File: src/logic/agu_pkg.sv
// Shared definitions for the tiled address generator
// Widths, null address, mode and stream encodings, configuration structs

package agu_pkg;

    // ------------------------------
    // Widths
    // ------------------------------
    localparam int ADDR_W = 32;
    localparam int IDX_W  = 16;

    // Placed on every out-of-tile or padding position
    localparam logic [ADDR_W-1:0] NULL_ADDR = {ADDR_W{1'b1}};

    // Codes 0 and 2 are legacy conv modes, run as matrix multiply
    typedef enum logic [1:0] {
        OP_REGULAR   = 2'd0,
        OP_POINTWISE = 2'd1,
        OP_DEPTHWISE = 2'd2,
        OP_MATMUL    = 2'd3
    } op_mode_e;

    typedef enum logic [1:0] {
        STRM_A = 2'd0,
        STRM_B = 2'd1,
        STRM_C = 2'd2
    } stream_id_e;

    // ------------------------------
    // Configuration
    // ------------------------------
    typedef struct packed {
        logic [IDX_W-1:0] i_tile;
        logic [IDX_W-1:0] j_tile;
        logic [IDX_W-1:0] k_tile;
        logic [IDX_W-1:0] etm;
        logic [IDX_W-1:0] etn;
        logic [IDX_W-1:0] etk;
        logic [IDX_W-1:0] tm;
        logic [IDX_W-1:0] tn;
        logic [IDX_W-1:0] tk;
        logic [IDX_W-1:0] mat_k;
        logic [IDX_W-1:0] mat_n;
    } tile_cfg_t;

    // out_w is derived once at the top level
    typedef struct packed {
        logic [IDX_W-1:0] act_h;
        logic [IDX_W-1:0] act_w;
        logic [IDX_W-1:0] act_cin;
        logic [IDX_W-1:0] padding;
        logic [IDX_W-1:0] stride;
        logic [IDX_W-1:0] out_w;
    } conv_cfg_t;

endpackage

File: src/logic/agu_stream_if.sv
// Address stream from one generator to the port arbiter
// Arbiter pulls with advance, generator presents the current position

`timescale 1ns/1ps

interface agu_stream_if #(
    parameter int ADDR_W = agu_pkg::ADDR_W
) ();

    // One position consumed per high cycle
    logic              advance;
    logic [ADDR_W-1:0] addr;
    logic              is_null;
    // Final position of this stream in the tile
    logic              last;

    modport gen (
        input  advance,
        output addr,
        output is_null,
        output last
    );

    modport arb (
        output advance,
        input  addr,
        input  is_null,
        input  last
    );

endinterface

File: src/logic/tile_idx_counter.sv
// Two-level nested tile index counter
// Inner index runs fastest, both wrap to zero after the last position

`timescale 1ns/1ps

module tile_idx_counter #(
    parameter int IDX_W = agu_pkg::IDX_W
) (
    input  logic             clk,
    input  logic             rst_n,
    input  logic             i_step,
    input  logic [IDX_W-1:0] i_inner_size,
    input  logic [IDX_W-1:0] i_outer_size,
    input  logic [IDX_W-1:0] i_inner_base,
    input  logic [IDX_W-1:0] i_outer_base,
    output logic [IDX_W-1:0] o_inner_local,
    output logic [IDX_W-1:0] o_outer_local,
    output logic [IDX_W-1:0] o_inner_global,
    output logic [IDX_W-1:0] o_outer_global,
    output logic             o_last
);

    logic [IDX_W-1:0] inner_cnt;
    logic [IDX_W-1:0] outer_cnt;
    logic             inner_wrap;

    assign inner_wrap = (inner_cnt == i_inner_size - IDX_W'(1));
    assign o_last     = inner_wrap && (outer_cnt == i_outer_size - IDX_W'(1));

    always_ff @(posedge clk or negedge rst_n) begin
        if (!rst_n) begin
            inner_cnt <= '0;
            outer_cnt <= '0;
        end else if (i_step) begin
            if (inner_wrap) begin
                inner_cnt <= '0;
                // Back to origin for the next tile
                if (o_last) begin
                    outer_cnt <= '0;
                end else begin
                    outer_cnt <= outer_cnt + IDX_W'(1);
                end
            end else begin
                inner_cnt <= inner_cnt + IDX_W'(1);
            end
        end
    end

    assign o_inner_local  = inner_cnt;
    assign o_outer_local  = outer_cnt;
    assign o_inner_global = i_inner_base + inner_cnt;
    assign o_outer_global = i_outer_base + outer_cnt;

endmodule

File: src/logic/out_addr_gen.sv
// C-stream generator, row-major output addresses in every mode

`timescale 1ns/1ps

module out_addr_gen #(
    parameter int ADDR_W = agu_pkg::ADDR_W,
    parameter int IDX_W  = agu_pkg::IDX_W
) (
    input  logic                clk,
    input  logic                rst_n,
    input  logic [ADDR_W-1:0]   i_base,
    input  agu_pkg::tile_cfg_t  i_tile,
    agu_stream_if.gen           o_strm
);

    import agu_pkg::*;

    logic [IDX_W-1:0] j_loc;
    logic [IDX_W-1:0] i_loc;
    logic [IDX_W-1:0] j_glb;
    logic [IDX_W-1:0] i_glb;
    logic             in_tile;

    // j runs fastest
    tile_idx_counter #(
        .IDX_W (IDX_W)
    ) u_cnt (
        .clk            (clk),
        .rst_n          (rst_n),
        .i_step         (o_strm.advance),
        .i_inner_size   (i_tile.tn),
        .i_outer_size   (i_tile.tm),
        .i_inner_base   (i_tile.j_tile),
        .i_outer_base   (i_tile.i_tile),
        .o_inner_local  (j_loc),
        .o_outer_local  (i_loc),
        .o_inner_global (j_glb),
        .o_outer_global (i_glb),
        .o_last         (o_strm.last)
    );

    assign in_tile        = (i_loc < i_tile.etm) && (j_loc < i_tile.etn);
    assign o_strm.is_null = !in_tile;
    assign o_strm.addr    = in_tile ?
                            i_base + ADDR_W'(i_glb) * ADDR_W'(i_tile.mat_n) + ADDR_W'(j_glb) :
                            ADDR_W'(NULL_ADDR);

endmodule

File: src/flat_wrapper.sv
// flat-port wrapper written by rule: the top's interface ports become plain ports
module out_addr_gen_flat import agu_pkg::*;
#(
    parameter int ADDR_W = agu_pkg::ADDR_W,
    parameter int IDX_W  = agu_pkg::IDX_W
)
  (clk, rst_n, i_base, i_tile, o_strm_advance, o_strm_addr, o_strm_is_null, o_strm_last);
  agu_stream_if #(.ADDR_W(ADDR_W)) o_strm_i ();
  input  logic clk;
  input  logic rst_n;
  input  logic [ADDR_W-1:0] i_base;
  input  agu_pkg::tile_cfg_t i_tile;
  input wire logic [$bits(o_strm_i.advance)-1:0] o_strm_advance;
  output wire logic [$bits(o_strm_i.addr)-1:0] o_strm_addr;
  output wire logic [$bits(o_strm_i.is_null)-1:0] o_strm_is_null;
  output wire logic [$bits(o_strm_i.last)-1:0] o_strm_last;
  assign o_strm_i.advance = o_strm_advance;
  assign o_strm_addr = o_strm_i.addr;
  assign o_strm_is_null = o_strm_i.is_null;
  assign o_strm_last = o_strm_i.last;
  out_addr_gen #(.ADDR_W(ADDR_W), .IDX_W(IDX_W)) u_core (.clk(clk), .rst_n(rst_n), .i_base(i_base), .i_tile(i_tile), .o_strm(o_strm_i));
endmodule
File: config.mk
export PLATFORM = sky130hd
export DESIGN_NAME = out_addr_gen_flat
export DESIGN_NICKNAME = d
export VERILOG_FILES = /design/src/logic/agu_pkg.sv /design/src/logic/agu_stream_if.sv /design/src/logic/tile_idx_counter.sv /design/src/logic/out_addr_gen.sv /design/src/flat_wrapper.sv
export SDC_FILE = /design/constraint.sdc
export NUM_CORES = 1
export LEC_CHECK = 0
export BUFFER_PORTS_ARGS = -buffer_cell sky130_fd_sc_hd__buf_2
export CAP_MARGIN = 25
export CORE_ASPECT_RATIO = 1.1
export CORE_MARGIN = 4
export CORE_UTILIZATION = 54
export DETAILED_ROUTE_END_ITERATION = 7
export HOLD_SLACK_MARGIN = 0.05
export PLACE_DENSITY = 0.8
export SLEW_MARGIN = 10
export SYNTH_ARGS = -nofsm -noshare
export SYNTH_HDL_FRONTEND = slang
export SYNTH_SLANG_ARGS = --single-unit
File: constraint.sdc
create_clock -name clk -period 8.2 [get_ports clk]
set_input_delay 0.41 -clock clk [delete_from_list [all_inputs] [get_ports clk]]
set_output_delay 0.41 -clock clk [all_outputs]
set_load 0.02 [all_outputs]
==> results.py <==
metrics = {
    "outcome": {
        "status": "finished, violations left",
        "violations": "setup timing",
    },
    "clocking": {
        "cts.sinks": 32,
        "cts_tree": "built",
        "clk_pin_slew_ps": 60,
        "cts_root_buf": "clkbuf_16",
        "insertion_delay_ps": 280,
        "clockBufferDepth": 2,
        "htreeDepth": 2,
        "cts-buffers-inserted": 5,
    },
    "grt": {
        "grt_util_all_layers": 0.247,
        "grt_pass1_vias": 13700,
        "antenna_found_initial": 3,
        "grt_max_degree": 34,
        "grt_overflow": 0,
        "grt_pass1_wl_mm": 63.0,
    },
    "timing": {
        "rsz0062_at_grt": "yes",
        "fin_crit_sh": 1.01,
        "setup_ws_ps": -63.3,
        "maxSlewHeadroom": 0.454,
        "finalSetupViolCount": 6,
        "tightest_slew_ps": 807,
        "finalHoldViolations": 0,
        "fin_crit_ps": 8260,
        "holdWs_ps": 185,
        "report.final.slew_viol_count": 0,
        "fin_worst_skew_ps": 5.82,
        "max_freq_mhz": 121,
    },
    "critical_path": {
        "start_kind": "flop",
        "rrSetupSlack_ps": 5340,
        "end_kind": "output port",
        "arrival_ps": 7850,
        "required_ps": 7790,
        "critical_path_class": "reg2out",
        "crit_start": "u_core.u_cnt.o_outer_local[0]$_DFFE_PN0P_",
        "r2r-start": "u_core.u_cnt.o_inner_local[7]$_DFFE_PN0P_",
        "r2r-end": "u_core.u_cnt.o_outer_local[6]$_DFFE_PN0P_",
        "max_stage_delay_ps": 570,
        "path_common_cell": "fa_1",
        "cp_slowest_cell": "fa_1",
        "rr_worst_depth": 8,
        "critPathMaxFanout": 9,
    },
    "finish": {
        "design_area_um2": 17800,
        "area_growth_pct": 18.6,
        "fin_cells": 2399,
        "fin_nets": 2654,
        "drive_gt1_frac": 0.202,
    },
    "detailed_routing": {
        "routed_wl_mm": 38.8,
        "drt_first_iter_violations": 612,
        "routedWlPerCell_um": 16.2,
        "vias": 13200,
        "ant_nets": 0,
        "viasPerCell": 5.48,
        "drc": 0,
        "dr.pass1.iters": 5,
    },
    "synth": {
        "synth-seq-cells": 32,
        "synth-edff-count": 0,
        "ys_types": 72,
        "syn-num-nets": 2392,
        "synthTopCellsByArea": "fa_1 32%, ha_1 13%, inv_1 9.5%, and2_1 6.1%, dfrtp_1 5.3%",
        "synth_area_per_cell_um2": 8.43,
        "yosysWarnings": 0,
        "synthArstFlopShare": 1.00,
        "syn_area_um2": 15000,
        "ys_seq_area_frac": 0.0535,
        "yosys.area.top_type_share": 0.325,
        "syn_inst": 1777,
        "synthFlopType": "dfrtp_1",
        "yosys.area.top_type": "fa_1",
    },
    "placement": {
        "hpwl_mm": 33.0,
        "dp.cells": 2370,
        "place.gp.congestion": 0.919,
        "dpl_cell_area_um2": 17000,
        "place_ws_ps": -369,
        "portBuffers": 180,
    },
    "hold_path": {
        "hold_path_class": "in2async",
    },
    "die": {
        "fp-row-count": 63,
        "coreArea_um2": 27100,
        "die_h_um": 183,
        "die_area_um2": 30500,
        "io_pins": 245,
        "die_w_um": 167,
        "start_util": 0.552,
    },
    "flow_run": {
        "drv_cap": 0,
    },
}
[cell type report]
class / instances / area (um2)
multi-input combinational: 1307 / 12900
sequential: 32 / 801
clock inverter: 2 / 10.0
tap: 357 / 447
fill: 2170 / 9340
clock buffer: 6 / 139
inverter: 380 / 1430
antenna: 2 / 5.00
timing repair buffer: 313 / 2020
[cell usage in the layout (no fill, tap or decap), types with 20 or more instances in the layout]
master,n
a21oi_1,38
nand2b_1,23
and2_1,144
buf_4,127
buf_2,170
xor2_1,38
a21o_1,27
nand2_1,151
o21ai_0,38
nand3_1,29
and3_1,20
ha_1,152
nor3_1,21
dfrtp_1,32
nor2b_1,23
nor2_1,52
inv_1,370
xnor2_1,63
fa_1,235
[flip-flops by register name, summed over array words and instances, names as in the netlist]
register,cells
u_core.u_cnt.o_inner_local,16
u_core.u_cnt.o_outer_local,16
[kinds of logic after synthesis]
family / after synthesis / share of synthesized area
simple gates: 562 / 0.208
flops: 32 / 0.0535
buf+inv: 438 / 0.111
mux: 7 / 0.00468
fa+ha+maj: 404 / 0.459
compound gates: 230 / 0.103
xor+xnor: 104 / 0.0613
[routing by layer]
metal | wire length [um] | GRT usage | up-vias
li1 | - | - | 6164
met1 | 15600 | 0.307 | 6463
met2 | 19900 | 0.449 | 446
met3 | 2170 | 0.0232 | 80
met4 | 993 | 0.0874 | 2
met5 | 12 | 0 | -
[what timing repair did]
item                                    in CTS  in global routing
resized for setup                           39                 79
pin swaps                                   16                 60
gates cloned                                 0                  0
hold buffers                                 0                  0
endpoints found under the setup margin      13                 17
buffers inserted                             4                 15
[worst max-delay path, delay by kind of cell (launching register included)]
family          cells  cell delay [ps]
compound gates      7             1190
simple gates        6              760
flops               1              400
xor+xnor            2              250
buf+inv             9             1110
fa+ha+maj           9             3850
[worst max path at each step]
stage	endpoint	slack (ps)
6_report	o_strm_addr[27]	-60
5_1_grt	o_strm_addr[27]	-400
4_1_cts	o_strm_addr[28]	-20
3_5_place_dp	o_strm_addr[31]	-370
3_3_place_gp	o_strm_addr[31]	-270
2_1_floorplan	o_strm_addr[24]	90
[stage by stage]
stage / TNS [ps] / util
2_1_floorplan: 0 / -
3_3_place_gp: -1440 / 0.627
3_5_place_dp: -2170 / 0.627
4_1_cts: -19.7 / 0.640
6_report: -177 / 0.656
5_1_grt: -4050 / 0.656
[cells in the mapped netlist, types with 12 or more instances]
library cell	count
nand3b_1	13
nor3_1	23
clkbuf_1	52
fa_1	243
inv_1	380
nand2_1	152
nand4_1	19
nand3_1	29
xnor2_1	65
and2_1	146
a21o_1	28
and3_1	20
o21ai_0	49
nor2_1	52
nand2b_1	23
ha_1	161
and3b_1	12
xor2_1	38
dfrtp_1	32
a21oi_1	51
nor2b_1	23
Power is not shown: default switching activity piles up to over one toggle a cycle in this logic, so the estimate is an artifact.
