<file path="src/logic/agu_pkg.sv">
// Shared definitions for the tiled address generator
// Widths, null address, mode and stream encodings, configuration structs

package agu_pkg;

    // ------------------------------
    // Widths
    // ------------------------------
    localparam int ADDR_W = 32;
    localparam int IDX_W  = 16;

    // Placed on every out-of-tile or padding position
    localparam logic [ADDR_W-1:0] NULL_ADDR = {ADDR_W{1'b1}};

    // Codes 0 and 2 are legacy conv modes, run as matrix multiply
    typedef enum logic [1:0] {
        OP_REGULAR   = 2'd0,
        OP_POINTWISE = 2'd1,
        OP_DEPTHWISE = 2'd2,
        OP_MATMUL    = 2'd3
    } op_mode_e;

    typedef enum logic [1:0] {
        STRM_A = 2'd0,
        STRM_B = 2'd1,
        STRM_C = 2'd2
    } stream_id_e;

    // ------------------------------
    // Configuration
    // ------------------------------
    typedef struct packed {
        logic [IDX_W-1:0] i_tile;
        logic [IDX_W-1:0] j_tile;
        logic [IDX_W-1:0] k_tile;
        logic [IDX_W-1:0] etm;
        logic [IDX_W-1:0] etn;
        logic [IDX_W-1:0] etk;
        logic [IDX_W-1:0] tm;
        logic [IDX_W-1:0] tn;
        logic [IDX_W-1:0] tk;
        logic [IDX_W-1:0] mat_k;
        logic [IDX_W-1:0] mat_n;
    } tile_cfg_t;

    // out_w is derived once at the top level
    typedef struct packed {
        logic [IDX_W-1:0] act_h;
        logic [IDX_W-1:0] act_w;
        logic [IDX_W-1:0] act_cin;
        logic [IDX_W-1:0] padding;
        logic [IDX_W-1:0] stride;
        logic [IDX_W-1:0] out_w;
    } conv_cfg_t;

endpackage

</file>
<file path="src/logic/agu_stream_if.sv">
// Address stream from one generator to the port arbiter
// Arbiter pulls with advance, generator presents the current position

`timescale 1ns/1ps

interface agu_stream_if #(
    parameter int ADDR_W = agu_pkg::ADDR_W
) ();

    // One position consumed per high cycle
    logic              advance;
    logic [ADDR_W-1:0] addr;
    logic              is_null;
    // Final position of this stream in the tile
    logic              last;

    modport gen (
        input  advance,
        output addr,
        output is_null,
        output last
    );

    modport arb (
        output advance,
        input  addr,
        input  is_null,
        input  last
    );

endinterface

</file>
<file path="src/logic/tile_idx_counter.sv">
// Two-level nested tile index counter
// Inner index runs fastest, both wrap to zero after the last position

`timescale 1ns/1ps

module tile_idx_counter #(
    parameter int IDX_W = agu_pkg::IDX_W
) (
    input  logic             clk,
    input  logic             rst_n,
    input  logic             i_step,
    input  logic [IDX_W-1:0] i_inner_size,
    input  logic [IDX_W-1:0] i_outer_size,
    input  logic [IDX_W-1:0] i_inner_base,
    input  logic [IDX_W-1:0] i_outer_base,
    output logic [IDX_W-1:0] o_inner_local,
    output logic [IDX_W-1:0] o_outer_local,
    output logic [IDX_W-1:0] o_inner_global,
    output logic [IDX_W-1:0] o_outer_global,
    output logic             o_last
);

    logic [IDX_W-1:0] inner_cnt;
    logic [IDX_W-1:0] outer_cnt;
    logic             inner_wrap;

    assign inner_wrap = (inner_cnt == i_inner_size - IDX_W'(1));
    assign o_last     = inner_wrap && (outer_cnt == i_outer_size - IDX_W'(1));

    always_ff @(posedge clk or negedge rst_n) begin
        if (!rst_n) begin
            inner_cnt <= '0;
            outer_cnt <= '0;
        end else if (i_step) begin
            if (inner_wrap) begin
                inner_cnt <= '0;
                // Back to origin for the next tile
                if (o_last) begin
                    outer_cnt <= '0;
                end else begin
                    outer_cnt <= outer_cnt + IDX_W'(1);
                end
            end else begin
                inner_cnt <= inner_cnt + IDX_W'(1);
            end
        end
    end

    assign o_inner_local  = inner_cnt;
    assign o_outer_local  = outer_cnt;
    assign o_inner_global = i_inner_base + inner_cnt;
    assign o_outer_global = i_outer_base + outer_cnt;

endmodule

</file>
<file path="src/logic/ker_addr_gen.sv">
// B-stream generator, matrix B or pointwise kernel addresses
// k runs fastest over tk, j over tn

`timescale 1ns/1ps

module ker_addr_gen #(
    parameter int ADDR_W = agu_pkg::ADDR_W,
    parameter int IDX_W  = agu_pkg::IDX_W
) (
    input  logic                clk,
    input  logic                rst_n,
    input  agu_pkg::op_mode_e   i_mode,
    input  logic [ADDR_W-1:0]   i_base,
    input  agu_pkg::tile_cfg_t  i_tile,
    input  logic [IDX_W-1:0]    i_act_cin,
    agu_stream_if.gen           o_strm
);

    import agu_pkg::*;

    logic [IDX_W-1:0] k_loc;
    logic [IDX_W-1:0] j_loc;
    logic [IDX_W-1:0] k_glb;
    logic [IDX_W-1:0] j_glb;

    tile_idx_counter #(
        .IDX_W (IDX_W)
    ) u_cnt (
        .clk            (clk),
        .rst_n          (rst_n),
        .i_step         (o_strm.advance),
        .i_inner_size   (i_tile.tk),
        .i_outer_size   (i_tile.tn),
        .i_inner_base   (i_tile.k_tile),
        .i_outer_base   (i_tile.j_tile),
        .o_inner_local  (k_loc),
        .o_outer_local  (j_loc),
        .o_inner_global (k_glb),
        .o_outer_global (j_glb),
        .o_last         (o_strm.last)
    );

    always_comb begin
        if ((j_loc >= i_tile.etn) || (k_loc >= i_tile.etk)) begin
            o_strm.addr    = ADDR_W'(NULL_ADDR);
            o_strm.is_null = 1'b1;
        end else if (i_mode == OP_POINTWISE) begin
            // One kernel row of act_cin weights per output channel
            o_strm.addr    = i_base + ADDR_W'(j_glb) * ADDR_W'(i_act_cin) + ADDR_W'(k_glb);
            o_strm.is_null = 1'b0;
        end else begin
            o_strm.addr    = i_base + ADDR_W'(k_glb) * ADDR_W'(i_tile.mat_n) + ADDR_W'(j_glb);
            o_strm.is_null = 1'b0;
        end
    end

endmodule

</file>
<file path="src/flat_wrapper.sv">
// flat-port wrapper written by rule: the top's interface ports become plain ports
module ker_addr_gen_flat import agu_pkg::*;
#(
    parameter int ADDR_W = agu_pkg::ADDR_W,
    parameter int IDX_W  = agu_pkg::IDX_W
)
  (clk, rst_n, i_mode, i_base, i_tile, i_act_cin, o_strm_advance, o_strm_addr, o_strm_is_null, o_strm_last);
  agu_stream_if #(.ADDR_W(ADDR_W)) o_strm_i ();
  input  logic clk;
  input  logic rst_n;
  input  agu_pkg::op_mode_e i_mode;
  input  logic [ADDR_W-1:0] i_base;
  input  agu_pkg::tile_cfg_t i_tile;
  input  logic [IDX_W-1:0] i_act_cin;
  input wire logic [$bits(o_strm_i.advance)-1:0] o_strm_advance;
  output wire logic [$bits(o_strm_i.addr)-1:0] o_strm_addr;
  output wire logic [$bits(o_strm_i.is_null)-1:0] o_strm_is_null;
  output wire logic [$bits(o_strm_i.last)-1:0] o_strm_last;
  assign o_strm_i.advance = o_strm_advance;
  assign o_strm_addr = o_strm_i.addr;
  assign o_strm_is_null = o_strm_i.is_null;
  assign o_strm_last = o_strm_i.last;
  ker_addr_gen #(.ADDR_W(ADDR_W), .IDX_W(IDX_W)) u_core (.clk(clk), .rst_n(rst_n), .i_mode(i_mode), .i_base(i_base), .i_tile(i_tile), .i_act_cin(i_act_cin), .o_strm(o_strm_i));
endmodule
</file>
<file path="config.mk">
export PLATFORM = sky130hd
export DESIGN_NAME = ker_addr_gen_flat
export DESIGN_NICKNAME = d
export VERILOG_FILES = /design/src/logic/agu_pkg.sv /design/src/logic/agu_stream_if.sv /design/src/logic/tile_idx_counter.sv /design/src/logic/ker_addr_gen.sv /design/src/flat_wrapper.sv
export SDC_FILE = /design/constraint.sdc
export NUM_CORES = 2
export LEC_CHECK = 0
export ABC_AREA = 0
export ABC_CLOCK_PERIOD_IN_PS = 13950
export BUFFER_PORTS_ARGS = -buffer_cell sky130_fd_sc_hd__buf_2
export CORE_MARGIN = 1.5
export CORE_UTILIZATION = 38
export CTS_CLUSTER_DIAMETER = 50
export CTS_CLUSTER_SIZE = 24
export DETAILED_ROUTE_END_ITERATION = 6
export SETUP_SLACK_MARGIN = 0.02
export SLEW_MARGIN = 10
export SYNTH_ARGS = -nofsm -noshare
export SYNTH_HDL_FRONTEND = slang
export SYNTH_HIERARCHICAL = 1
export SYNTH_SLANG_ARGS = --single-unit
</file>
<file path="constraint.sdc">
create_clock -name clk -period 13.95 [get_ports clk]
set_input_delay 1.395 -clock clk [delete_from_list [all_inputs] [get_ports clk]]
set_output_delay 1.395 -clock clk [all_outputs]
set_load 0.005 [all_outputs]
</file>
==> impl_metrics.tcl <==
set metrics [dict create \
    outcome "finished clean" \
    num_io_pins 263 \
    critPathLaunchType "input port" \
    finalHoldViolCount 0 \
    clockBufferDepth 2 \
    required_ps 12560 \
    cp_max_fo 17 \
    slew_headroom_pct 28.7 \
    first_iter_violations 865 \
    setup_viol_count_final 0 \
    dieArea_sq_mm 0.0672 \
    synth_nets 3952 \
    maxCapViolCount 0 \
    io_buffers 198 \
    post-cts-setup-buffer-count 0 \
    place.gp.congestion 0.885 \
    cts_made_buffers 5 \
    die-width_microns 259 \
    grt_overflow 0 \
    synthArstFlopShare_pct 100 \
    start_util_pct 38.6 \
    synth_compound_area_share_pct 8.04 \
    synth.area.mux_share_pct 0.286 \
    cts_root_buf "clkbuf_16" \
    avgSynthCellArea_sq_um 8.38 \
    synth_xor_area_share_pct 4.63 \
    critPathKind "in2out" \
    min_period_over_period_pct 84.2 \
    totalWireLength_microns 64700 \
    grt_max_degree 33 \
    area_growth_pct 8.35 \
    cts_resized 0 \
    skew_ps 3.81 \
    wl_per_cell_microns 16.3 \
    grt_pass1_vias 20500 \
    dr.pass1.iters 5 \
    cp_slowest_cell "o41ai_1" \
    crit_path_max_incr_delay_ps 580 \
    core.rowCount 93 \
    setup_tns_ps 0 \
    syn_area_sq_mm 0.0250 \
    yosysUniqueCellTypes 88 \
    hold_buffers 0 \
    rsz0062_at_grt "false" \
    ys.flop_type "dfrtp_1" \
    final_layout_size_suffix_gt1_share_pct 9.10 \
    insertion_delay_ps 280 \
    cts_tree "built" \
    ys_warn_count 6 \
    finalNetCount 4095 \
    dp_hpwl_microns 56000 \
    synth_fa_ha_area_share_pct 51.9 \
    cts_num_sinks 32 \
    grt_pass1_wl_microns 105000 \
    arrival_ps 10350 \
    timing.final.crit_period_ps 11750 \
    synthCells 2979 \
    ys_ff_latch 32 \
    worst_slew_pin_slew_ps 1070 \
    hp-class "reg2reg" \
    ant_nets 0 \
    synth_top_family_by_area "adder cells" \
    htreeDepth 2 \
    path_clk_slew_ps 50 \
    via_per_inst 5.00 \
    synth_simple_gate_area_share_pct 18.8 \
    grt_use_total_pct 19.7 \
    end_kind "output pin" \
    slew_viol_final 0 \
    coreArea_sq_mm 0.0647 \
    yosysSeqAreaShare_pct 3.21 \
    grt_antenna_before_repair 14 \
    drcViolationCount 0 \
    vias 19900 \
    fmax_mhz 85.1 \
    dieHeight_microns 259 \
    synth_edf_count 0 \
    crit_path_frequent_cell "fa_1" \
]
metrics by stage:
step / std cells / cell area (sq um) / utilization (%) / hold WS, ps / setup slack, ps
finish: 3978 / 27000 / 41.8 / 686 / 2200
global route: 3977 / 27000 / 41.8 / 729 / 1650
CTS: 3977 / 27000 / 41.8 / 689 / 2300
detailed placement: 3970 / 26900 / 41.6 / 678 / 2330
global placement: 3970 / 26900 / 41.6 / 675 / 2400
floorplan: 2979 / 25000 / - / 565 / 3400
area by class of cell:
| cell class | count | area [sq um] |
|---|---|---|
| flip-flops and latches | 32 | 801 |
| fillers | 6678 | 37700 |
| multi-input cells | 2086 | 20900 |
| diodes | 1 | 2.50 |
| repair buffers | 233 | 1250 |
| clock buffers | 7 | 153 |
| well taps | 855 | 1070 |
| inverters | 764 | 2870 |
sequential cells by signal, summed over array words and instances, names as in the netlist:
name,count
u_core/u_cnt/o_inner_local,16
u_core/u_cnt/o_outer_local,16
cell families (layout without fill, tap and decap cells):
family,after synthesis,after routing
flip-flops,32,32
AO/OA/AOI/OAI,294,294
XOR/XNOR,132,132
other,0,1
multiplexers,7,7
AND/OR/NAND/NOR,909,909
adder cells (fa/ha/maj),744,744
buffers and inverters,861,1004
critical path, delay by kind of cell:
| kind | cells | cell delay (ps) |
|---|---|---|
| xor+xnor | 2 | 300 |
| compound gates | 12 | 3470 |
| fa+ha+maj | 8 | 3650 |
| simple gates | 4 | 790 |
| buf+inv | 6 | 730 |
synth_stat cells (45+ instances only):
master,instances,area share (%)
and2_1,253,6.3
a21oi_1,70,1.4
a21o_1,45,1.4
nand2_1,350,5.3
inv_1,763,11
ha_1,260,13
fa_1,484,39
xnor2_1,81,2.8
o21ai_0,46,0.92
xor2_1,51,1.8
clkbuf_1,85,1.3
nor2_1,85,1.3
cells in the final DEF, fill, tap and decap left out, drive strengths merged, types with 36 or more instances in the layout:
| cell type | count |
|---|---|
| fa | 484 |
| nor2 | 86 |
| a21oi | 71 |
| inv | 764 |
| a21o | 45 |
| nand2 | 350 |
| o21ai | 49 |
| xor2 | 51 |
| and2 | 253 |
| ha | 260 |
| nor3 | 36 |
| xnor2 | 81 |
| buf | 233 |
final timing paths:
kind / from / to / slack, ps / cells past startpoint
max: i_tile[145] / o_strm_addr[26] / 2200 / 32
min reg2reg: u_core/u_cnt/o_outer_local[15] / u_core/u_cnt/o_outer_local[15] / 690 / 2
max reg2reg: u_core/u_cnt/o_inner_local[10] / u_core/u_cnt/o_inner_local[4] / 10740 / 8
min in group asynchronous: rst_n / u_core/u_cnt/o_inner_local[15] / 1180 / 1
max in group asynchronous: rst_n / u_core/u_cnt/o_outer_local[12] / 12260 / 1
min: u_core/u_cnt/o_outer_local[15] / u_core/u_cnt/o_outer_local[15] / 690 / 2
metal layers:
metal / part of all wire, % / up-vias / wire [microns] / GRT usage, %
li1: - / 9356 / - / -
met1: 42 / 9985 / 27200 / 25.2
met2: 52 / 459 / 33400 / 36.0
met3: 4.8 / 64 / 3110 / 2.03
met4: 1.4 / 18 / 880 / 3.41
met5: 0.16 / - / 103 / 0
Power is not shown: default switching activity piles up to over one toggle a cycle in this logic, so the estimate is an artifact.
