## src/logic/agu_pkg.sv

```systemverilog
// Shared definitions for the tiled address generator
// Widths, null address, mode and stream encodings, configuration structs

package agu_pkg;

    // ------------------------------
    // Widths
    // ------------------------------
    localparam int ADDR_W = 32;
    localparam int IDX_W  = 16;

    // Placed on every out-of-tile or padding position
    localparam logic [ADDR_W-1:0] NULL_ADDR = {ADDR_W{1'b1}};

    // Codes 0 and 2 are legacy conv modes, run as matrix multiply
    typedef enum logic [1:0] {
        OP_REGULAR   = 2'd0,
        OP_POINTWISE = 2'd1,
        OP_DEPTHWISE = 2'd2,
        OP_MATMUL    = 2'd3
    } op_mode_e;

    typedef enum logic [1:0] {
        STRM_A = 2'd0,
        STRM_B = 2'd1,
        STRM_C = 2'd2
    } stream_id_e;

    // ------------------------------
    // Configuration
    // ------------------------------
    typedef struct packed {
        logic [IDX_W-1:0] i_tile;
        logic [IDX_W-1:0] j_tile;
        logic [IDX_W-1:0] k_tile;
        logic [IDX_W-1:0] etm;
        logic [IDX_W-1:0] etn;
        logic [IDX_W-1:0] etk;
        logic [IDX_W-1:0] tm;
        logic [IDX_W-1:0] tn;
        logic [IDX_W-1:0] tk;
        logic [IDX_W-1:0] mat_k;
        logic [IDX_W-1:0] mat_n;
    } tile_cfg_t;

    // out_w is derived once at the top level
    typedef struct packed {
        logic [IDX_W-1:0] act_h;
        logic [IDX_W-1:0] act_w;
        logic [IDX_W-1:0] act_cin;
        logic [IDX_W-1:0] padding;
        logic [IDX_W-1:0] stride;
        logic [IDX_W-1:0] out_w;
    } conv_cfg_t;

endpackage

```

## src/logic/agu_stream_if.sv

```systemverilog
// Address stream from one generator to the port arbiter
// Arbiter pulls with advance, generator presents the current position

`timescale 1ns/1ps

interface agu_stream_if #(
    parameter int ADDR_W = agu_pkg::ADDR_W
) ();

    // One position consumed per high cycle
    logic              advance;
    logic [ADDR_W-1:0] addr;
    logic              is_null;
    // Final position of this stream in the tile
    logic              last;

    modport gen (
        input  advance,
        output addr,
        output is_null,
        output last
    );

    modport arb (
        output advance,
        input  addr,
        input  is_null,
        input  last
    );

endinterface

```

## src/logic/tile_idx_counter.sv

```systemverilog
// Two-level nested tile index counter
// Inner index runs fastest, both wrap to zero after the last position

`timescale 1ns/1ps

module tile_idx_counter #(
    parameter int IDX_W = agu_pkg::IDX_W
) (
    input  logic             clk,
    input  logic             rst_n,
    input  logic             i_step,
    input  logic [IDX_W-1:0] i_inner_size,
    input  logic [IDX_W-1:0] i_outer_size,
    input  logic [IDX_W-1:0] i_inner_base,
    input  logic [IDX_W-1:0] i_outer_base,
    output logic [IDX_W-1:0] o_inner_local,
    output logic [IDX_W-1:0] o_outer_local,
    output logic [IDX_W-1:0] o_inner_global,
    output logic [IDX_W-1:0] o_outer_global,
    output logic             o_last
);

    logic [IDX_W-1:0] inner_cnt;
    logic [IDX_W-1:0] outer_cnt;
    logic             inner_wrap;

    assign inner_wrap = (inner_cnt == i_inner_size - IDX_W'(1));
    assign o_last     = inner_wrap && (outer_cnt == i_outer_size - IDX_W'(1));

    always_ff @(posedge clk or negedge rst_n) begin
        if (!rst_n) begin
            inner_cnt <= '0;
            outer_cnt <= '0;
        end else if (i_step) begin
            if (inner_wrap) begin
                inner_cnt <= '0;
                // Back to origin for the next tile
                if (o_last) begin
                    outer_cnt <= '0;
                end else begin
                    outer_cnt <= outer_cnt + IDX_W'(1);
                end
            end else begin
                inner_cnt <= inner_cnt + IDX_W'(1);
            end
        end
    end

    assign o_inner_local  = inner_cnt;
    assign o_outer_local  = outer_cnt;
    assign o_inner_global = i_inner_base + inner_cnt;
    assign o_outer_global = i_outer_base + outer_cnt;

endmodule

```

## src/logic/act_addr_gen.sv

```systemverilog
// A-stream generator, matrix A or HWC activation addresses
// k runs fastest over tk, i over tm; out-of-tile and padding give null

`timescale 1ns/1ps

module act_addr_gen #(
    parameter int ADDR_W = agu_pkg::ADDR_W,
    parameter int IDX_W  = agu_pkg::IDX_W
) (
    input  logic                clk,
    input  logic                rst_n,
    input  agu_pkg::op_mode_e   i_mode,
    input  logic [ADDR_W-1:0]   i_base,
    input  agu_pkg::tile_cfg_t  i_tile,
    input  agu_pkg::conv_cfg_t  i_conv,
    agu_stream_if.gen           o_strm
);

    import agu_pkg::*;

    // Signed width wide enough for out_h * stride - padding
    localparam int SW = 2 * IDX_W + 1;

    logic [IDX_W-1:0]     k_loc;
    logic [IDX_W-1:0]     i_loc;
    logic [IDX_W-1:0]     k_glb;
    logic [IDX_W-1:0]     i_glb;
    logic [IDX_W-1:0]     out_h;
    logic [IDX_W-1:0]     out_w;
    logic signed [SW-1:0] in_h;
    logic signed [SW-1:0] in_w;
    logic                 in_pad;
    logic                 out_of_tile;
    logic [ADDR_W-1:0]    pix_idx;

    tile_idx_counter #(
        .IDX_W (IDX_W)
    ) u_cnt (
        .clk            (clk),
        .rst_n          (rst_n),
        .i_step         (o_strm.advance),
        .i_inner_size   (i_tile.tk),
        .i_outer_size   (i_tile.tm),
        .i_inner_base   (i_tile.k_tile),
        .i_outer_base   (i_tile.i_tile),
        .o_inner_local  (k_loc),
        .o_outer_local  (i_loc),
        .o_inner_global (k_glb),
        .o_outer_global (i_glb),
        .o_last         (o_strm.last)
    );

    // ------------------------------
    // Pointwise input position
    // ------------------------------
    assign out_h = i_glb / i_conv.out_w;
    assign out_w = i_glb % i_conv.out_w;

    // Negative when the window starts in the top or left padding
    assign in_h = $signed(SW'(out_h) * SW'(i_conv.stride)) - $signed(SW'(i_conv.padding));
    assign in_w = $signed(SW'(out_w) * SW'(i_conv.stride)) - $signed(SW'(i_conv.padding));

    assign in_pad = (in_h < 0) || (in_h >= $signed(SW'(i_conv.act_h))) ||
                    (in_w < 0) || (in_w >= $signed(SW'(i_conv.act_w)));

    // HWC pixel index, only used when not in padding
    assign pix_idx = ADDR_W'(in_h) * ADDR_W'(i_conv.act_w) + ADDR_W'(in_w);

    assign out_of_tile = (i_loc >= i_tile.etm) || (k_loc >= i_tile.etk);

    always_comb begin
        o_strm.addr    = ADDR_W'(NULL_ADDR);
        o_strm.is_null = 1'b1;
        if (!out_of_tile) begin
            if (i_mode == OP_POINTWISE) begin
                if (!in_pad) begin
                    o_strm.addr    = i_base + pix_idx * ADDR_W'(i_conv.act_cin) +
                                     ADDR_W'(k_glb);
                    o_strm.is_null = 1'b0;
                end
            end else begin
                // Row-major A, row length K
                o_strm.addr    = i_base + ADDR_W'(i_glb) * ADDR_W'(i_tile.mat_k) +
                                 ADDR_W'(k_glb);
                o_strm.is_null = 1'b0;
            end
        end
    end

endmodule

```

## src/flat_wrapper.sv

```systemverilog
// flat-port wrapper written by rule: the top's interface ports become plain ports
module act_addr_gen_flat import agu_pkg::*;
#(
    parameter int ADDR_W = agu_pkg::ADDR_W,
    parameter int IDX_W  = agu_pkg::IDX_W
)
  (clk, rst_n, i_mode, i_base, i_tile, i_conv, o_strm_advance, o_strm_addr, o_strm_is_null, o_strm_last);
  agu_stream_if #(.ADDR_W(ADDR_W)) o_strm_i ();
  input  logic clk;
  input  logic rst_n;
  input  agu_pkg::op_mode_e i_mode;
  input  logic [ADDR_W-1:0] i_base;
  input  agu_pkg::tile_cfg_t i_tile;
  input  agu_pkg::conv_cfg_t i_conv;
  input wire logic [$bits(o_strm_i.advance)-1:0] o_strm_advance;
  output wire logic [$bits(o_strm_i.addr)-1:0] o_strm_addr;
  output wire logic [$bits(o_strm_i.is_null)-1:0] o_strm_is_null;
  output wire logic [$bits(o_strm_i.last)-1:0] o_strm_last;
  assign o_strm_i.advance = o_strm_advance;
  assign o_strm_addr = o_strm_i.addr;
  assign o_strm_is_null = o_strm_i.is_null;
  assign o_strm_last = o_strm_i.last;
  act_addr_gen #(.ADDR_W(ADDR_W), .IDX_W(IDX_W)) u_core (.clk(clk), .rst_n(rst_n), .i_mode(i_mode), .i_base(i_base), .i_tile(i_tile), .i_conv(i_conv), .o_strm(o_strm_i));
endmodule
```

## config.mk

```make
export PLATFORM = sky130hd
export DESIGN_NAME = act_addr_gen_flat
export DESIGN_NICKNAME = d
export VERILOG_FILES = /design/src/logic/agu_pkg.sv /design/src/logic/agu_stream_if.sv /design/src/logic/tile_idx_counter.sv /design/src/logic/act_addr_gen.sv /design/src/flat_wrapper.sv
export SDC_FILE = /design/constraint.sdc
export NUM_CORES = 2
export LEC_CHECK = 0
export BUFFER_PORTS_ARGS = -buffer_cell sky130_fd_sc_hd__buf_4
export CORE_UTILIZATION = 45
export DETAILED_ROUTE_END_ITERATION = 16
export HOLD_SLACK_MARGIN = 0.15
export PLACE_DENSITY = 0.63
export SETUP_SLACK_MARGIN = 0.1
export SLEW_MARGIN = 20
export SYNTH_ARGS = -nofsm -noshare
export SYNTH_HDL_FRONTEND = slang
export SYNTH_SLANG_ARGS = --single-unit
```

## constraint.sdc

```tcl
create_clock -name clk -period 105.1 [get_ports clk]
set_input_delay 26.275 -clock clk [delete_from_list [all_inputs] [get_ports clk]]
set_output_delay 26.275 -clock clk [all_outputs]
set_load 0.03 [all_outputs]
```

==> results.cfg <==
[status]
status = completed

[floorplan]
coreArea_um2 = 145400
die_area_um2 = 147900
initial_core_util = 0.4529
die_h_um = 384.5
ios = 343
die_w_um = 384.5
rows = 140

[placement]
dp_hpwl_mm = 158.4
gp_congestion = 0.9125
io_buffers = 278

[routing]
routedWlPerCell_um = 19.24
drcViolationCount = 0
via_count = 52860
postRouteAntennaNets = 0
avgViaCountPerCell = 5.360
drt-initial-drc-count = 3182
wl_mm = 189.7
drt_first_pass_iters = 5

[worst_setup_path]
crit_path_frequent_cell = o21a_1
critPathLaunchType = input pin
crit_fanout = 18
crit_type = in2out
cp.arrival_ns = 76.15
crit_slowest_cell = fa_1
required_ns = 78.82
cpPeakStageDelay_ns = 0.65
cp-end-kind = output pin

[final_layout]
nNetsFinal = 10330
fillers = 14050
areaGrowthSynthToFinish_pct = 8.053
drive_gt1_frac = 0.08150

[synthesis]
yosysMostFrequentCell = inv_1
synth_common_cells = 1,702 x inv_1, 1,345 x fa_1, 968 x nand2_1
avgSynthCellArea_um2 = 8.449
synth-seq-area-share = 0.01216
synth_area_leaders = fa_1 41%, ha_1 14%, inv_1 9.7%
synth_nets = 10180
ys_warn_count = 0
synth_cell_types = 105
syn_inst = 7793
ys_ff_latch = 32
synth_top_flop_cell = dfrtp_1
yosys.area.top_type = fa_1
synth_edf_count = 0
syn_area_um2 = 65850
synth_top_area_frac = 0.4089
postSynth.asyncResetShare = 1.000

[cts]
root_buffer = clkbuf_16
cts_tree = done
clkSinkCount = 32
clk_path_buf_depth = 2
worstSkewPairLatency_ns = 0.28
clkTransAtPathRegs_ns = 0.05
htree_levels = 2
numCtsBuffers = 5

[timing]
tightest_slew_ns = 1.159
setup_viol = 0
slew_headroom = 0.2200
hold_violations = 0
slew_viol_final = 0
post-route-period-util = 0.9745
period_needed_ns = 102.42
skew_ns = 0.003215
timing.hold.ws_ns = 0.6755
fmax_ghz = 0.009764

[grt]
grt_pass1_vias = 56350
grt_max_degree = 50
grt_usage = 0.2630
antenna_found_initial = 8
grt.overflow.total = 0
grt_pass1_wl_mm = 308.5

[hold_path]
hold_path_class = reg2reg

[job]
drv_cap = 0
==> worst max-delay path, delay by kind of cell <==
family,cells,cell delay (ns)
compound gates,130,23.14
xor+xnor,14,3.33
fa+ha+maj,35,13.95
buf+inv,17,2.42
mux,3,1.04
simple gates,32,5.86
==> path summary, 6_finish.rpt <==
kind	start	to	slack (ns)	cells past startpoint
setup / recovery	i_tile[161]	o_strm_addr[31]	2.68	231
hold / removal	u_core.u_cnt.o_outer_local[0]$_DFFE_PN0P_	u_core.u_cnt.o_outer_local[0]$_DFFE_PN0P_	0.68	2
setup reg to reg	u_core.u_cnt.o_inner_local[3]$_DFFE_PN0P_	u_core.u_cnt.o_outer_local[15]$_DFFE_PN0P_	100.97	11
hold reg to reg	u_core.u_cnt.o_outer_local[0]$_DFFE_PN0P_	u_core.u_cnt.o_outer_local[0]$_DFFE_PN0P_	0.68	2
max in group asynchronous	rst_n	u_core.u_cnt.o_inner_local[6]$_DFFE_PN0P_	78.85	1
min in group asynchronous	rst_n	u_core.u_cnt.o_inner_local[1]$_DFFE_PN0P_	25.93	1
==> logic make-up after synthesis <==
logic type / count (synthesis) / share of synthesized area
AND/OR/NAND/NOR: 2489 / 0.1874
multiplexers: 31 / 0.005093
adder cells (fa/ha/maj): 2078 / 0.5482
buffers and inverters: 1994 / 0.1149
AO/OA/AOI/OAI: 883 / 0.09207
flip-flops: 32 / 0.01216
XOR/XNOR: 286 / 0.04017
==> metrics by stage <==
step | cell area (µm²) | setup TNS [ns] | utilization | worst slack, ns | std cells
after floorplan | 65850 | 0 | - | 2.490 | 7793
after global placement | 70160 | -0.3962 | 0.4826 | -0.3962 | 9816
after detailed placement | 70160 | -1.486 | 0.4826 | -1.134 | 9816
after CTS | 70540 | 0 | 0.4852 | 0.1081 | 9832
after global routing | 71150 | -0.05234 | 0.4893 | -0.05234 | 9861
final | 71150 | 0 | 0.4894 | 2.679 | 9862
==> repair_timing <==
action                                  CTS  global route
endpoints found under the setup margin    5            19
pin swaps                                 6            19
hold buffers                              0             0
gates cloned                              1             1
setup buffers                             7            23
resized for setup                        30           104
==> registers in the layout, indices dropped and copies added, names as in the netlist <==
| name | count |
|---|---|
| u_core.u_cnt.o_inner_local | 16 |
| u_core.u_cnt.o_outer_local | 16 |
==> per-layer routing <==
metal	wire length (µm)	up-vias	GRT usage
met5	14	-	0
met4	5573	2	0.06761
met3	9616	294	0.02706
met2	90890	1414	0.4448
met1	83620	26800	0.3590
li1	-	24340	-
==> cell usage in the layout, fill, tap and decap left out, drive strengths merged, types with 101 or more instances in the layout <==
| master | Yosys | routed |
|---|---|---|
| a21oi | 172 | 172 |
| buf | 24 | 428 |
| o21a | 120 | 120 |
| fa | 1345 | 1345 |
| inv | 1702 | 1702 |
| o21ai | 186 | 187 |
| and2 | 708 | 708 |
| nand2 | 968 | 968 |
| nor2 | 268 | 268 |
| ha | 733 | 733 |
| nand3 | 101 | 101 |
| nor3 | 153 | 153 |
| xnor2 | 190 | 190 |
==> layout make-up <==
type / count / area (µm²) / area share
multi-input cells: 5769 / 58130 / 0.8170
repair buffers: 428 / 3269 / 0.04595
diodes: 6 / 15.01 / 0.0002110
well taps: 1917 / 2399 / 0.03371
clock buffers: 8 / 146.4 / 0.002058
inverters: 1702 / 6389 / 0.08979
flip-flops and latches: 32 / 800.8 / 0.01125
Power is not shown: default switching activity piles up to over one toggle a cycle in this logic, so the estimate is an artifact.
