**src/logic/agu_pkg.sv**
```systemverilog
// Shared definitions for the tiled address generator
// Widths, null address, mode and stream encodings, configuration structs

package agu_pkg;

    // ------------------------------
    // Widths
    // ------------------------------
    localparam int ADDR_W = 32;
    localparam int IDX_W  = 16;

    // Placed on every out-of-tile or padding position
    localparam logic [ADDR_W-1:0] NULL_ADDR = {ADDR_W{1'b1}};

    // Codes 0 and 2 are legacy conv modes, run as matrix multiply
    typedef enum logic [1:0] {
        OP_REGULAR   = 2'd0,
        OP_POINTWISE = 2'd1,
        OP_DEPTHWISE = 2'd2,
        OP_MATMUL    = 2'd3
    } op_mode_e;

    typedef enum logic [1:0] {
        STRM_A = 2'd0,
        STRM_B = 2'd1,
        STRM_C = 2'd2
    } stream_id_e;

    // ------------------------------
    // Configuration
    // ------------------------------
    typedef struct packed {
        logic [IDX_W-1:0] i_tile;
        logic [IDX_W-1:0] j_tile;
        logic [IDX_W-1:0] k_tile;
        logic [IDX_W-1:0] etm;
        logic [IDX_W-1:0] etn;
        logic [IDX_W-1:0] etk;
        logic [IDX_W-1:0] tm;
        logic [IDX_W-1:0] tn;
        logic [IDX_W-1:0] tk;
        logic [IDX_W-1:0] mat_k;
        logic [IDX_W-1:0] mat_n;
    } tile_cfg_t;

    // out_w is derived once at the top level
    typedef struct packed {
        logic [IDX_W-1:0] act_h;
        logic [IDX_W-1:0] act_w;
        logic [IDX_W-1:0] act_cin;
        logic [IDX_W-1:0] padding;
        logic [IDX_W-1:0] stride;
        logic [IDX_W-1:0] out_w;
    } conv_cfg_t;

endpackage

```
**src/logic/agu_stream_if.sv**
```systemverilog
// Address stream from one generator to the port arbiter
// Arbiter pulls with advance, generator presents the current position

`timescale 1ns/1ps

interface agu_stream_if #(
    parameter int ADDR_W = agu_pkg::ADDR_W
) ();

    // One position consumed per high cycle
    logic              advance;
    logic [ADDR_W-1:0] addr;
    logic              is_null;
    // Final position of this stream in the tile
    logic              last;

    modport gen (
        input  advance,
        output addr,
        output is_null,
        output last
    );

    modport arb (
        output advance,
        input  addr,
        input  is_null,
        input  last
    );

endinterface

```
**src/logic/addr_port_arbiter.sv**
```systemverilog
// Tile phase sequencer for the shared address port
// Grants A, B, then C streams and registers the granted address

`timescale 1ns/1ps

module addr_port_arbiter #(
    parameter int ADDR_W = agu_pkg::ADDR_W
) (
    input  logic                clk,
    input  logic                rst_n,
    input  logic                i_start_tile,
    input  logic                i_read_req,
    agu_stream_if.arb           a_strm,
    agu_stream_if.arb           b_strm,
    agu_stream_if.arb           c_strm,
    output logic [ADDR_W-1:0]   o_addr,
    output agu_pkg::stream_id_e o_id,
    output logic                o_valid,
    output logic                o_is_null,
    output logic                o_tile_done,
    output logic                o_ready
);

    import agu_pkg::*;

    typedef enum logic [2:0] {
        IDLE,
        GRANT_A,
        GRANT_B,
        GRANT_C,
        DONE
    } state_t;

    state_t            state;
    state_t            next_state;
    logic [ADDR_W-1:0] sel_addr;
    logic              sel_null;
    logic              sel_last;
    stream_id_e        sel_id;
    logic              accept;

    // ------------------------------
    // Grant steering
    // ------------------------------
    always_comb begin
        a_strm.advance = 1'b0;
        b_strm.advance = 1'b0;
        c_strm.advance = 1'b0;
        sel_addr       = ADDR_W'(NULL_ADDR);
        sel_null       = 1'b1;
        sel_last       = 1'b0;
        sel_id         = STRM_A;
        accept         = 1'b0;
        case (state)
            GRANT_A: begin
                a_strm.advance = i_read_req;
                sel_addr       = a_strm.addr;
                sel_null       = a_strm.is_null;
                sel_last       = a_strm.last;
                accept         = i_read_req;
            end
            GRANT_B: begin
                b_strm.advance = i_read_req;
                sel_addr       = b_strm.addr;
                sel_null       = b_strm.is_null;
                sel_last       = b_strm.last;
                sel_id         = STRM_B;
                accept         = i_read_req;
            end
            GRANT_C: begin
                c_strm.advance = i_read_req;
                sel_addr       = c_strm.addr;
                sel_null       = c_strm.is_null;
                sel_last       = c_strm.last;
                sel_id         = STRM_C;
                accept         = i_read_req;
            end
            default: ;
        endcase
    end

    // Phase moves on as soon as the last position is taken
    always_comb begin
        next_state = state;
        case (state)
            IDLE:    if (i_start_tile) next_state = GRANT_A;
            GRANT_A: if (accept && sel_last) next_state = GRANT_B;
            GRANT_B: if (accept && sel_last) next_state = GRANT_C;
            GRANT_C: if (accept && sel_last) next_state = DONE;
            default: next_state = IDLE;
        endcase
    end

    always_ff @(posedge clk or negedge rst_n) begin
        if (!rst_n) begin
            state     <= IDLE;
            o_valid   <= 1'b0;
            o_addr    <= ADDR_W'(NULL_ADDR);
            o_is_null <= 1'b1;
            o_id      <= STRM_A;
        end else begin
            state   <= next_state;
            o_valid <= accept;
            if (accept) begin
                o_addr    <= sel_addr;
                o_is_null <= sel_null;
                o_id      <= sel_id;
            end else begin
                o_addr    <= ADDR_W'(NULL_ADDR);
                o_is_null <= 1'b1;
            end
        end
    end

    // DONE lines up with the registered last C address
    assign o_tile_done = (state == DONE);
    assign o_ready     = (state == IDLE);

endmodule

```
**src/flat_wrapper.sv**
```systemverilog
// flat-port wrapper written by rule: the top's interface ports become plain ports
module addr_port_arbiter_flat import agu_pkg::*;
#(
    parameter int ADDR_W = agu_pkg::ADDR_W
)
  (clk, rst_n, i_start_tile, i_read_req, o_addr, o_id, o_valid, o_is_null, o_tile_done, o_ready, a_strm_advance, a_strm_addr, a_strm_is_null, a_strm_last, b_strm_advance, b_strm_addr, b_strm_is_null, b_strm_last, c_strm_advance, c_strm_addr, c_strm_is_null, c_strm_last);
  agu_stream_if #(.ADDR_W(ADDR_W)) a_strm_i ();
  agu_stream_if #(.ADDR_W(ADDR_W)) b_strm_i ();
  agu_stream_if #(.ADDR_W(ADDR_W)) c_strm_i ();
  input  logic clk;
  input  logic rst_n;
  input  logic i_start_tile;
  input  logic i_read_req;
  output logic [ADDR_W-1:0] o_addr;
  output agu_pkg::stream_id_e o_id;
  output logic o_valid;
  output logic o_is_null;
  output logic o_tile_done;
  output logic o_ready;
  output wire logic [$bits(a_strm_i.advance)-1:0] a_strm_advance;
  input wire logic [$bits(a_strm_i.addr)-1:0] a_strm_addr;
  input wire logic [$bits(a_strm_i.is_null)-1:0] a_strm_is_null;
  input wire logic [$bits(a_strm_i.last)-1:0] a_strm_last;
  output wire logic [$bits(b_strm_i.advance)-1:0] b_strm_advance;
  input wire logic [$bits(b_strm_i.addr)-1:0] b_strm_addr;
  input wire logic [$bits(b_strm_i.is_null)-1:0] b_strm_is_null;
  input wire logic [$bits(b_strm_i.last)-1:0] b_strm_last;
  output wire logic [$bits(c_strm_i.advance)-1:0] c_strm_advance;
  input wire logic [$bits(c_strm_i.addr)-1:0] c_strm_addr;
  input wire logic [$bits(c_strm_i.is_null)-1:0] c_strm_is_null;
  input wire logic [$bits(c_strm_i.last)-1:0] c_strm_last;
  assign a_strm_advance = a_strm_i.advance;
  assign a_strm_i.addr = a_strm_addr;
  assign a_strm_i.is_null = a_strm_is_null;
  assign a_strm_i.last = a_strm_last;
  assign b_strm_advance = b_strm_i.advance;
  assign b_strm_i.addr = b_strm_addr;
  assign b_strm_i.is_null = b_strm_is_null;
  assign b_strm_i.last = b_strm_last;
  assign c_strm_advance = c_strm_i.advance;
  assign c_strm_i.addr = c_strm_addr;
  assign c_strm_i.is_null = c_strm_is_null;
  assign c_strm_i.last = c_strm_last;
  addr_port_arbiter #(.ADDR_W(ADDR_W)) u_core (.clk(clk), .rst_n(rst_n), .i_start_tile(i_start_tile), .i_read_req(i_read_req), .a_strm(a_strm_i), .b_strm(b_strm_i), .c_strm(c_strm_i), .o_addr(o_addr), .o_id(o_id), .o_valid(o_valid), .o_is_null(o_is_null), .o_tile_done(o_tile_done), .o_ready(o_ready));
endmodule
```
**config.mk**
```make
export PLATFORM = sky130hd
export DESIGN_NAME = addr_port_arbiter_flat
export DESIGN_NICKNAME = d
export VERILOG_FILES = /design/src/logic/agu_pkg.sv /design/src/logic/agu_stream_if.sv /design/src/logic/addr_port_arbiter.sv /design/src/flat_wrapper.sv
export SDC_FILE = /design/constraint.sdc
export NUM_CORES = 1
export LEC_CHECK = 0
export BUFFER_PORTS_ARGS = -buffer_cell sky130_fd_sc_hd__buf_4
export CAP_MARGIN = 20
export CORE_MARGIN = 5
export CORE_UTILIZATION = 46
export CTS_BUF_LIST = sky130_fd_sc_hd__clkbuf_2
export CTS_CLUSTER_DIAMETER = 60
export DETAILED_ROUTE_END_ITERATION = 8
export HOLD_SLACK_MARGIN = 0.03
export PLACE_DENSITY = 0.87
export SLEW_MARGIN = 20
export SYNTH_ARGS = -nofsm -noshare
export SYNTH_HDL_FRONTEND = slang
export SYNTH_SLANG_ARGS = --single-unit
```
**constraint.sdc**
```tcl
create_clock -name clk -period 2.9 [get_ports clk]
set_input_delay 0.435 -clock clk [delete_from_list [all_inputs] [get_ports clk]]
set_output_delay 0.435 -clock clk [all_outputs]
set_load 0.02 [all_outputs]
```
==> results of run 1 <==
-- cells in the final DEF (no fill, tap or decap), types with 2 or more instances in the layout --
| cell type | netlist | final |
|---|---|---|
| a311oi_1 | 2 | 2 |
| nor2b_2 | 0 | 2 |
| clkbuf_2 | 0 | 7 |
| dfstp_2 | 33 | 33 |
| a21oi_1 | 2 | 2 |
| o211ai_1 | 3 | 3 |
| dfrtp_1 | 6 | 5 |
| nand2_1 | 35 | 35 |
| a22oi_1 | 32 | 32 |
| buf_4 | 2 | 150 |
| o211ai_2 | 30 | 30 |
| nor2_1 | 3 | 3 |
-- cell type report --
type / instances / area share, %
clock buffer: 7 / 1.09
multi-input combinational: 122 / 29.4
sequential: 39 / 31.7
tap: 54 / 2.10
clock inverter: 1 / 0.156
inverter: 1 / 0.117
timing repair buffer: 151 / 35.4
-- worst min path at each step --
stage	startpoint	endpoint	slack [ns]	depth (start not counted)
2_1_floorplan	rst_n	u_core.o_id[0]	0.14	0
4_1_cts	c_strm_addr[27]	u_core.o_addr[27]	0.23	3
3_3_place_gp	rst_n	u_core.o_id[1]	0.43	1
6_report	c_strm_addr[8]	u_core.o_addr[8]	0.24	3
3_5_place_dp	rst_n	u_core.o_id[1]	0.44	1
5_1_grt	c_strm_addr[23]	u_core.o_addr[23]	0.20	3
-- per-stage QoR --
step / utilization [%] / cell area [µm²] / setup slack (ns) / cells
floorplan: - / 2170 / 1.28 / 184
global placement: 67.8 / 3160 / 1.06 / 366
detailed placement: 67.8 / 3160 / 0.903 / 366
CTS: 68.9 / 3210 / 0.679 / 375
global route: 68.9 / 3210 / 0.596 / 375
finish: 68.9 / 3210 / 0.716 / 375
-- logic make-up (layout without fill, tap and decap cells) --
kind of cell | after synthesis | count (layout) | share of synthesized area (%)
multiplexers | 1 | 1 | 0.691
buffers and inverters | 23 | 160 | 9.86
flip-flops | 39 | 39 | 46.9
AND/OR/NAND/NOR | 47 | 47 | 9.51
AO/OA/AOI/OAI | 74 | 74 | 33.1
-- sequential cells by signal (all words and copies together) (netlist names) --
signal            cells
u_core.o_addr        32
u_core.o_is_null      1
u_core.o_valid        1
u_core.state          3
u_core.o_id           2
-- worst max-delay path, stage by stage (launching register included) --
cell     delay (ns)
dfrtp_2        0.64
and2b_4        0.37
nand2_1        0.06
nor2_1         0.13
buf_4          0.16
-- metal layers --
layer  share of wire (%)  wire length [µm]
met1                  38              2560
met2                  50              3400
met3                  10               686
met4                 1.6               110
met5                   0                 0
-- timing repair --
| action | CTS | global route |
|---|---|---|
| setup endpoints to repair | 0 | 0 |
| resized for setup | 0 | 0 |
| hold buffers | 1 | 0 |
| endpoints found under the hold margin | 6 | 0 |
-- power by group --
part	total, mW	switching, mW	internal, mW
clock	0.247	0.181	0.0659
combinational	1.75	1.00	0.742
sequential	1.05	0.139	0.915
==> reports/summary.json, run 1 <==
{
  "status": {
    "result_of_the_run": "complete, no violations"
  },
  "sta": {
    "final-max-slew-violation-count": 0,
    "final_hold_viol_count": 0,
    "rsz0062_at_grt": "no",
    "fin_worst_skew_ns": 0.0105,
    "final.setup.tns_ns": 0,
    "finalCritPeriodShare_pct": 75.3,
    "fin_hold_ws_ns": 0.240,
    "tightestPinTransition_ns": 0.655,
    "post-route-min-period_ns": 2.18,
    "max_clock_freq_mhz": 458,
    "slew_limit_headroom_pct": 56.1,
    "final-setup-viol-count": 0
  },
  "critical_path": {
    "timing.critical_path.to_type": "primary output",
    "crit-reg2reg-launch": "u_core.state[0]",
    "critical_path_class": "reg2out",
    "worst_ep_required_ns": 2.47,
    "worstSetupStartpoint": "u_core.state[2]",
    "rr_endpoint": "u_core.o_is_null",
    "cp-endpoint": "a_strm_advance",
    "cp.arrival_ns": 1.75,
    "worstPathMaxFanout": 21,
    "worst_setup_path_start_kind": "flop",
    "rr_worst_depth": 4,
    "r2r_slack_ns": 0.87
  },
  "drt": {
    "avgViaCountPerCell": 5.49,
    "drtPass1Iterations": 4,
    "detail_route.wirelength_um": 6760,
    "vias": 2058,
    "drt-wirelength-per-cell_um": 18.0,
    "antenna_violating_nets_post_route": 0,
    "dr.first_iter.drc_count": 100,
    "drc": 0
  },
  "die": {
    "ios": 147,
    "die_y_um": 78.7,
    "die_width_um": 78.7,
    "number_of_placement_rows": 25,
    "starting_density_of_the_core_pct": 46.6,
    "design.core.area_um2": 4660,
    "die_area_um2": 6190
  },
  "clock_tree": {
    "clock-root-buffer": "clkbuf_2",
    "clk_path_buf_depth": 2,
    "cts_tree": "done",
    "cts_buffers": 5,
    "cts_max_level": 2,
    "clock_sinks": 39,
    "clkSlewWorstSetupHoldPaths_ns": 0.20,
    "cts_setup_buffers": 0,
    "worstSkewPairLatency_ns": 0.39
  },
  "placed_design": {
    "placement.io_buffers": 146,
    "routabilityCongestion": 0.872,
    "dp_hpwl_um": 4980
  },
  "grt": {
    "overflow": 0,
    "met3_usage_pct": 7.37,
    "use_met1_pct": 25.9,
    "grt_first_pass_wirelength_um": 10600,
    "number_of_global_route_vias_before_repair": 2138,
    "busiest_layer": "met2",
    "number_of_antenna_violations_at_the_first_check_in_global_routing": 0,
    "grt_max_degree": 40,
    "grt_use_total_pct": 21.7,
    "grt.met2_usage_pct": 37.3
  },
  "pwr": {
    "powerDensity_nw_per_um2": 949,
    "design_power_total_mw": 3.05,
    "worst_ir_drop_vdd_v": 0.000529,
    "cellLeakagePower_nw": 1.44
  },
  "yosys": {
    "leading_register_cell_type_out_of_synthesis": "dfstp_2",
    "syn_inst": 184,
    "yosys_warnings": 0,
    "synth_top_area_share_pct": 39.9,
    "synth.top_cells.by_count": "nand2_1 (35), dfstp_2 (33), a22oi_1 (32)",
    "yosys.cell_types.count": 27,
    "postSynthNetCount": 290,
    "synth_top_cells_by_area": "dfstp_2 (40%), o211ai_2 (17%), a22oi_1 (11%)",
    "synth_largest_area_cell": "dfstp_2",
    "post-synth-top-count-cell": "nand2_1",
    "post_synth_instance_area_um2": 2170,
    "portion_of_the_post_synthesis_area_used_by_sequential_elements_pct": 46.9,
    "synth-seq-cells": 39,
    "synth-async-reset-ratio_pct": 100,
    "count_of_flip_flops_with_a_built_in_enable_after_synthesis": 0,
    "synthesis.area_per_instance_um2": 11.8
  },
  "final_layout": {
    "antennaDiodeCount": 0,
    "syn_to_final_growth_pct": 47.9,
    "post_route_cells_drive_above_1_share_pct": 71.7,
    "layout.nets": 426,
    "regArea_um2": 1020,
    "fillCellCount": 381,
    "multi_input_comb_area_um2": 945
  },
  "worst_hold_path": {
    "hold_class": "in2reg"
  },
  "run": {
    "max_cap_viol_count": 0
  }
}
No activity file was read; power rests on OpenSTA's default activity.
==> run 2: changes to the inputs <==
CORE_UTILIZATION = 43   (was 46)
PLACE_DENSITY = 0.82   (was 0.87)
clock period = 2.21 ns   (was 2.9 ns; I/O delays follow)
==> run 2 against run 1 <==
- via count fell by 1.1%
- sequential share of layout area fell by 0.33 points
- non-clock buffer count rose by 3
- cell area rose by 1.3%
- critical path type unchanged
- largest cell class unchanged
- highest routed layer unchanged
==> reports/summary.json, run 2 (synthesized netlist as in run 1, its figures left out) <==
{
  "critical_path": {
    "critical_path_class": "reg2out",
    "worst_setup_path_start_kind": "flop",
    "r2r_slack_ns": 0.56,
    "critical_path_cell_with_the_highest_stage_delay": "dfrtp_2",
    "critical_path.cell_chain": "and3b_2, and2_1, buf_4",
    "worst-path-buf-inv": 1,
    "worst_ep_required_ns": 1.88,
    "slowest_delay_ns": 0.56,
    "worstPathMaxFanout": 16,
    "cp.arrival_ns": 1.69,
    "crit_family": "simple AND/OR/NAND/NOR gates",
    "timing.critical_path.to_type": "primary output"
  },
  "drt": {
    "detail_route.wirelength_um": 6640,
    "dr.first_iter.drc_count": 101,
    "vias": 2035,
    "drt-wirelength-per-cell_um": 17.0,
    "avgViaCountPerCell": 5.20,
    "drc": 0,
    "drtPass1Iterations": 4,
    "antenna_violating_nets_post_route": 0
  },
  "die": {
    "die_width_um": 81.1,
    "design.core.area_um2": 4820,
    "number_of_placement_rows": 25,
    "ios": 147,
    "die_area_um2": 6570,
    "starting_density_of_the_core_pct": 45.1,
    "die_y_um": 81.1
  },
  "placed_design": {
    "placement.io_buffers": 146,
    "placed_cells": 382,
    "routabilityCongestion": 0.750,
    "dp_hpwl_um": 5030
  },
  "pwr": {
    "pwr-share-seq_pct": 34.0,
    "switching_share_pct": 43.4,
    "powerDensity_nw_per_um2": 1240,
    "combPwrFrac_pct": 58.4,
    "worst_ir_drop_vdd_v": 0.000630,
    "cellLeakagePower_nw": 1.44,
    "clockPowerShare_pct": 7.7,
    "internal_power_mw": 2.28,
    "net-switching-power_mw": 1.75,
    "design_power_total_mw": 4.02
  },
  "final_layout": {
    "layout.nets": 429,
    "number_of_flip_flops_in_the_largest_register": 32,
    "leading_cell_type_in_the_layout_fill_and_taps_excluded": "buf_4",
    "top_register": "u_core.o_addr",
    "final_cells": 391,
    "syn_to_final_growth_pct": 49.8,
    "post_route_cells_drive_above_1_share_pct": 71.9,
    "antennaDiodeCount": 0,
    "layout.cells.most_common_list": "buf_4 (153), nand2_1 (35), dfstp_2 (33)",
    "largestRegisters": "u_core.o_addr: 32 flops, u_core.state: 3 flops, u_core.o_id: 2 flops"
  },
  "sta": {
    "finalCritPeriodShare_pct": 91.5,
    "slew_limit_headroom_pct": 61.7,
    "tightestPinTransition_ns": 0.575,
    "rsz0062_at_grt": "no",
    "final-max-slew-violation-count": 0,
    "final-setup-viol-count": 0,
    "fin_worst_skew_ns": 0.0151,
    "post-route-min-period_ns": 2.02,
    "max_clock_freq_mhz": 495,
    "final_hold_viol_count": 0,
    "final.setup.tns_ns": 0
  },
  "clock_tree": {
    "clkSlewWorstSetupHoldPaths_ns": 0.20,
    "cts_tree": "done",
    "clock-root-buffer": "clkbuf_2",
    "worstSkewPairLatency_ns": 0.38,
    "clk_path_buf_depth": 2,
    "cts_max_level": 2,
    "cts_buffers": 5,
    "clock_sinks": 39
  },
  "grt": {
    "number_of_global_route_vias_before_repair": 2095,
    "grt_max_degree": 40,
    "overflow": 0,
    "number_of_antenna_violations_at_the_first_check_in_global_routing": 0,
    "grt_use_total_pct": 20.2,
    "grt_first_pass_wirelength_um": 10200
  },
  "status": {
    "result_of_the_run": "complete, no violations"
  },
  "worst_hold_path": {
    "hold_class": "in2reg"
  },
  "run": {
    "max_cap_viol_count": 0
  }
}
run 2: what timing repair did:
| item | 4_1_cts | 5_1_grt |
|---|---|---|
| buffers inserted | 0 | 0 |
| resized for setup | 0 | 2 |
| endpoints found under the setup margin | 0 | 1 |
| endpoints found under the hold margin | 6 | 0 |
| hold buffers | 1 | 0 |
run 2: area by class of cell:
| cell class | count | area (µm²) |
|---|---|---|
| multi-input cells | 122 | 945 |
| inverters | 1 | 3.75 |
| fillers | 392 | 1570 |
| clock inverters | 3 | 15.0 |
| clock buffers | 5 | 25.0 |
| repair buffers | 154 | 1160 |
| flip-flops and latches | 39 | 1020 |
| well taps | 67 | 83.8 |
run 2: worst paths after layout:
kind / start / end / cells after the start
max: u_core.state[1] / c_strm_advance / 3
min: c_strm_addr[27] / u_core.o_addr[27] / 3
max reg2reg: u_core.state[1] / u_core.o_addr[18] / 4
min reg2reg: u_core.o_id[1] / u_core.o_id[1] / 2
max in group asynchronous: rst_n / u_core.o_addr[18] / 2
min in group asynchronous: rst_n / u_core.o_valid / 2
run 2: through the flow:
stage / hold slack, ns / util [%] / setup WS, ns / cell area, µm²
2_1_floorplan: 0.0359 / - / 0.690 / 2170
3_3_place_gp: 0.333 / 66.4 / 0.540 / 3200
3_5_place_dp: 0.333 / 66.4 / 0.459 / 3200
4_1_cts: 0.115 / 67.5 / 0.0125 / 3250
5_1_grt: 0.0966 / 67.5 / 0.0359 / 3250
6_report: 0.145 / 67.5 / 0.188 / 3250
run 2: layer usage:
layer	part of all wire [%]	GRT usage, %	up-vias
met3	11	7.32	8
met1	38	23.2	955
met5	0	0	-
met4	1.5	6.25	0
met2	50	35.1	112
li1	-	-	960
run 2: power groups by stage:
stage / registers, mW / logic [mW] / clock network, mW
3_5_place_dp: 1.38 / 2.38 / 0
2_1_floorplan: 1.72 / 1.33 / 0
5_1_grt: 1.40 / 2.54 / 0.351
4_1_cts: 1.36 / 2.38 / 0.316
3_3_place_gp: 1.37 / 2.33 / 0
6_report: 1.37 / 2.35 / 0.308
run 2: worst min-delay path, delay by kind of cell:
family          cells  cell delay [ns]
compound gates      1             0.06
buf+inv             1             0.08
simple gates        1             0.05
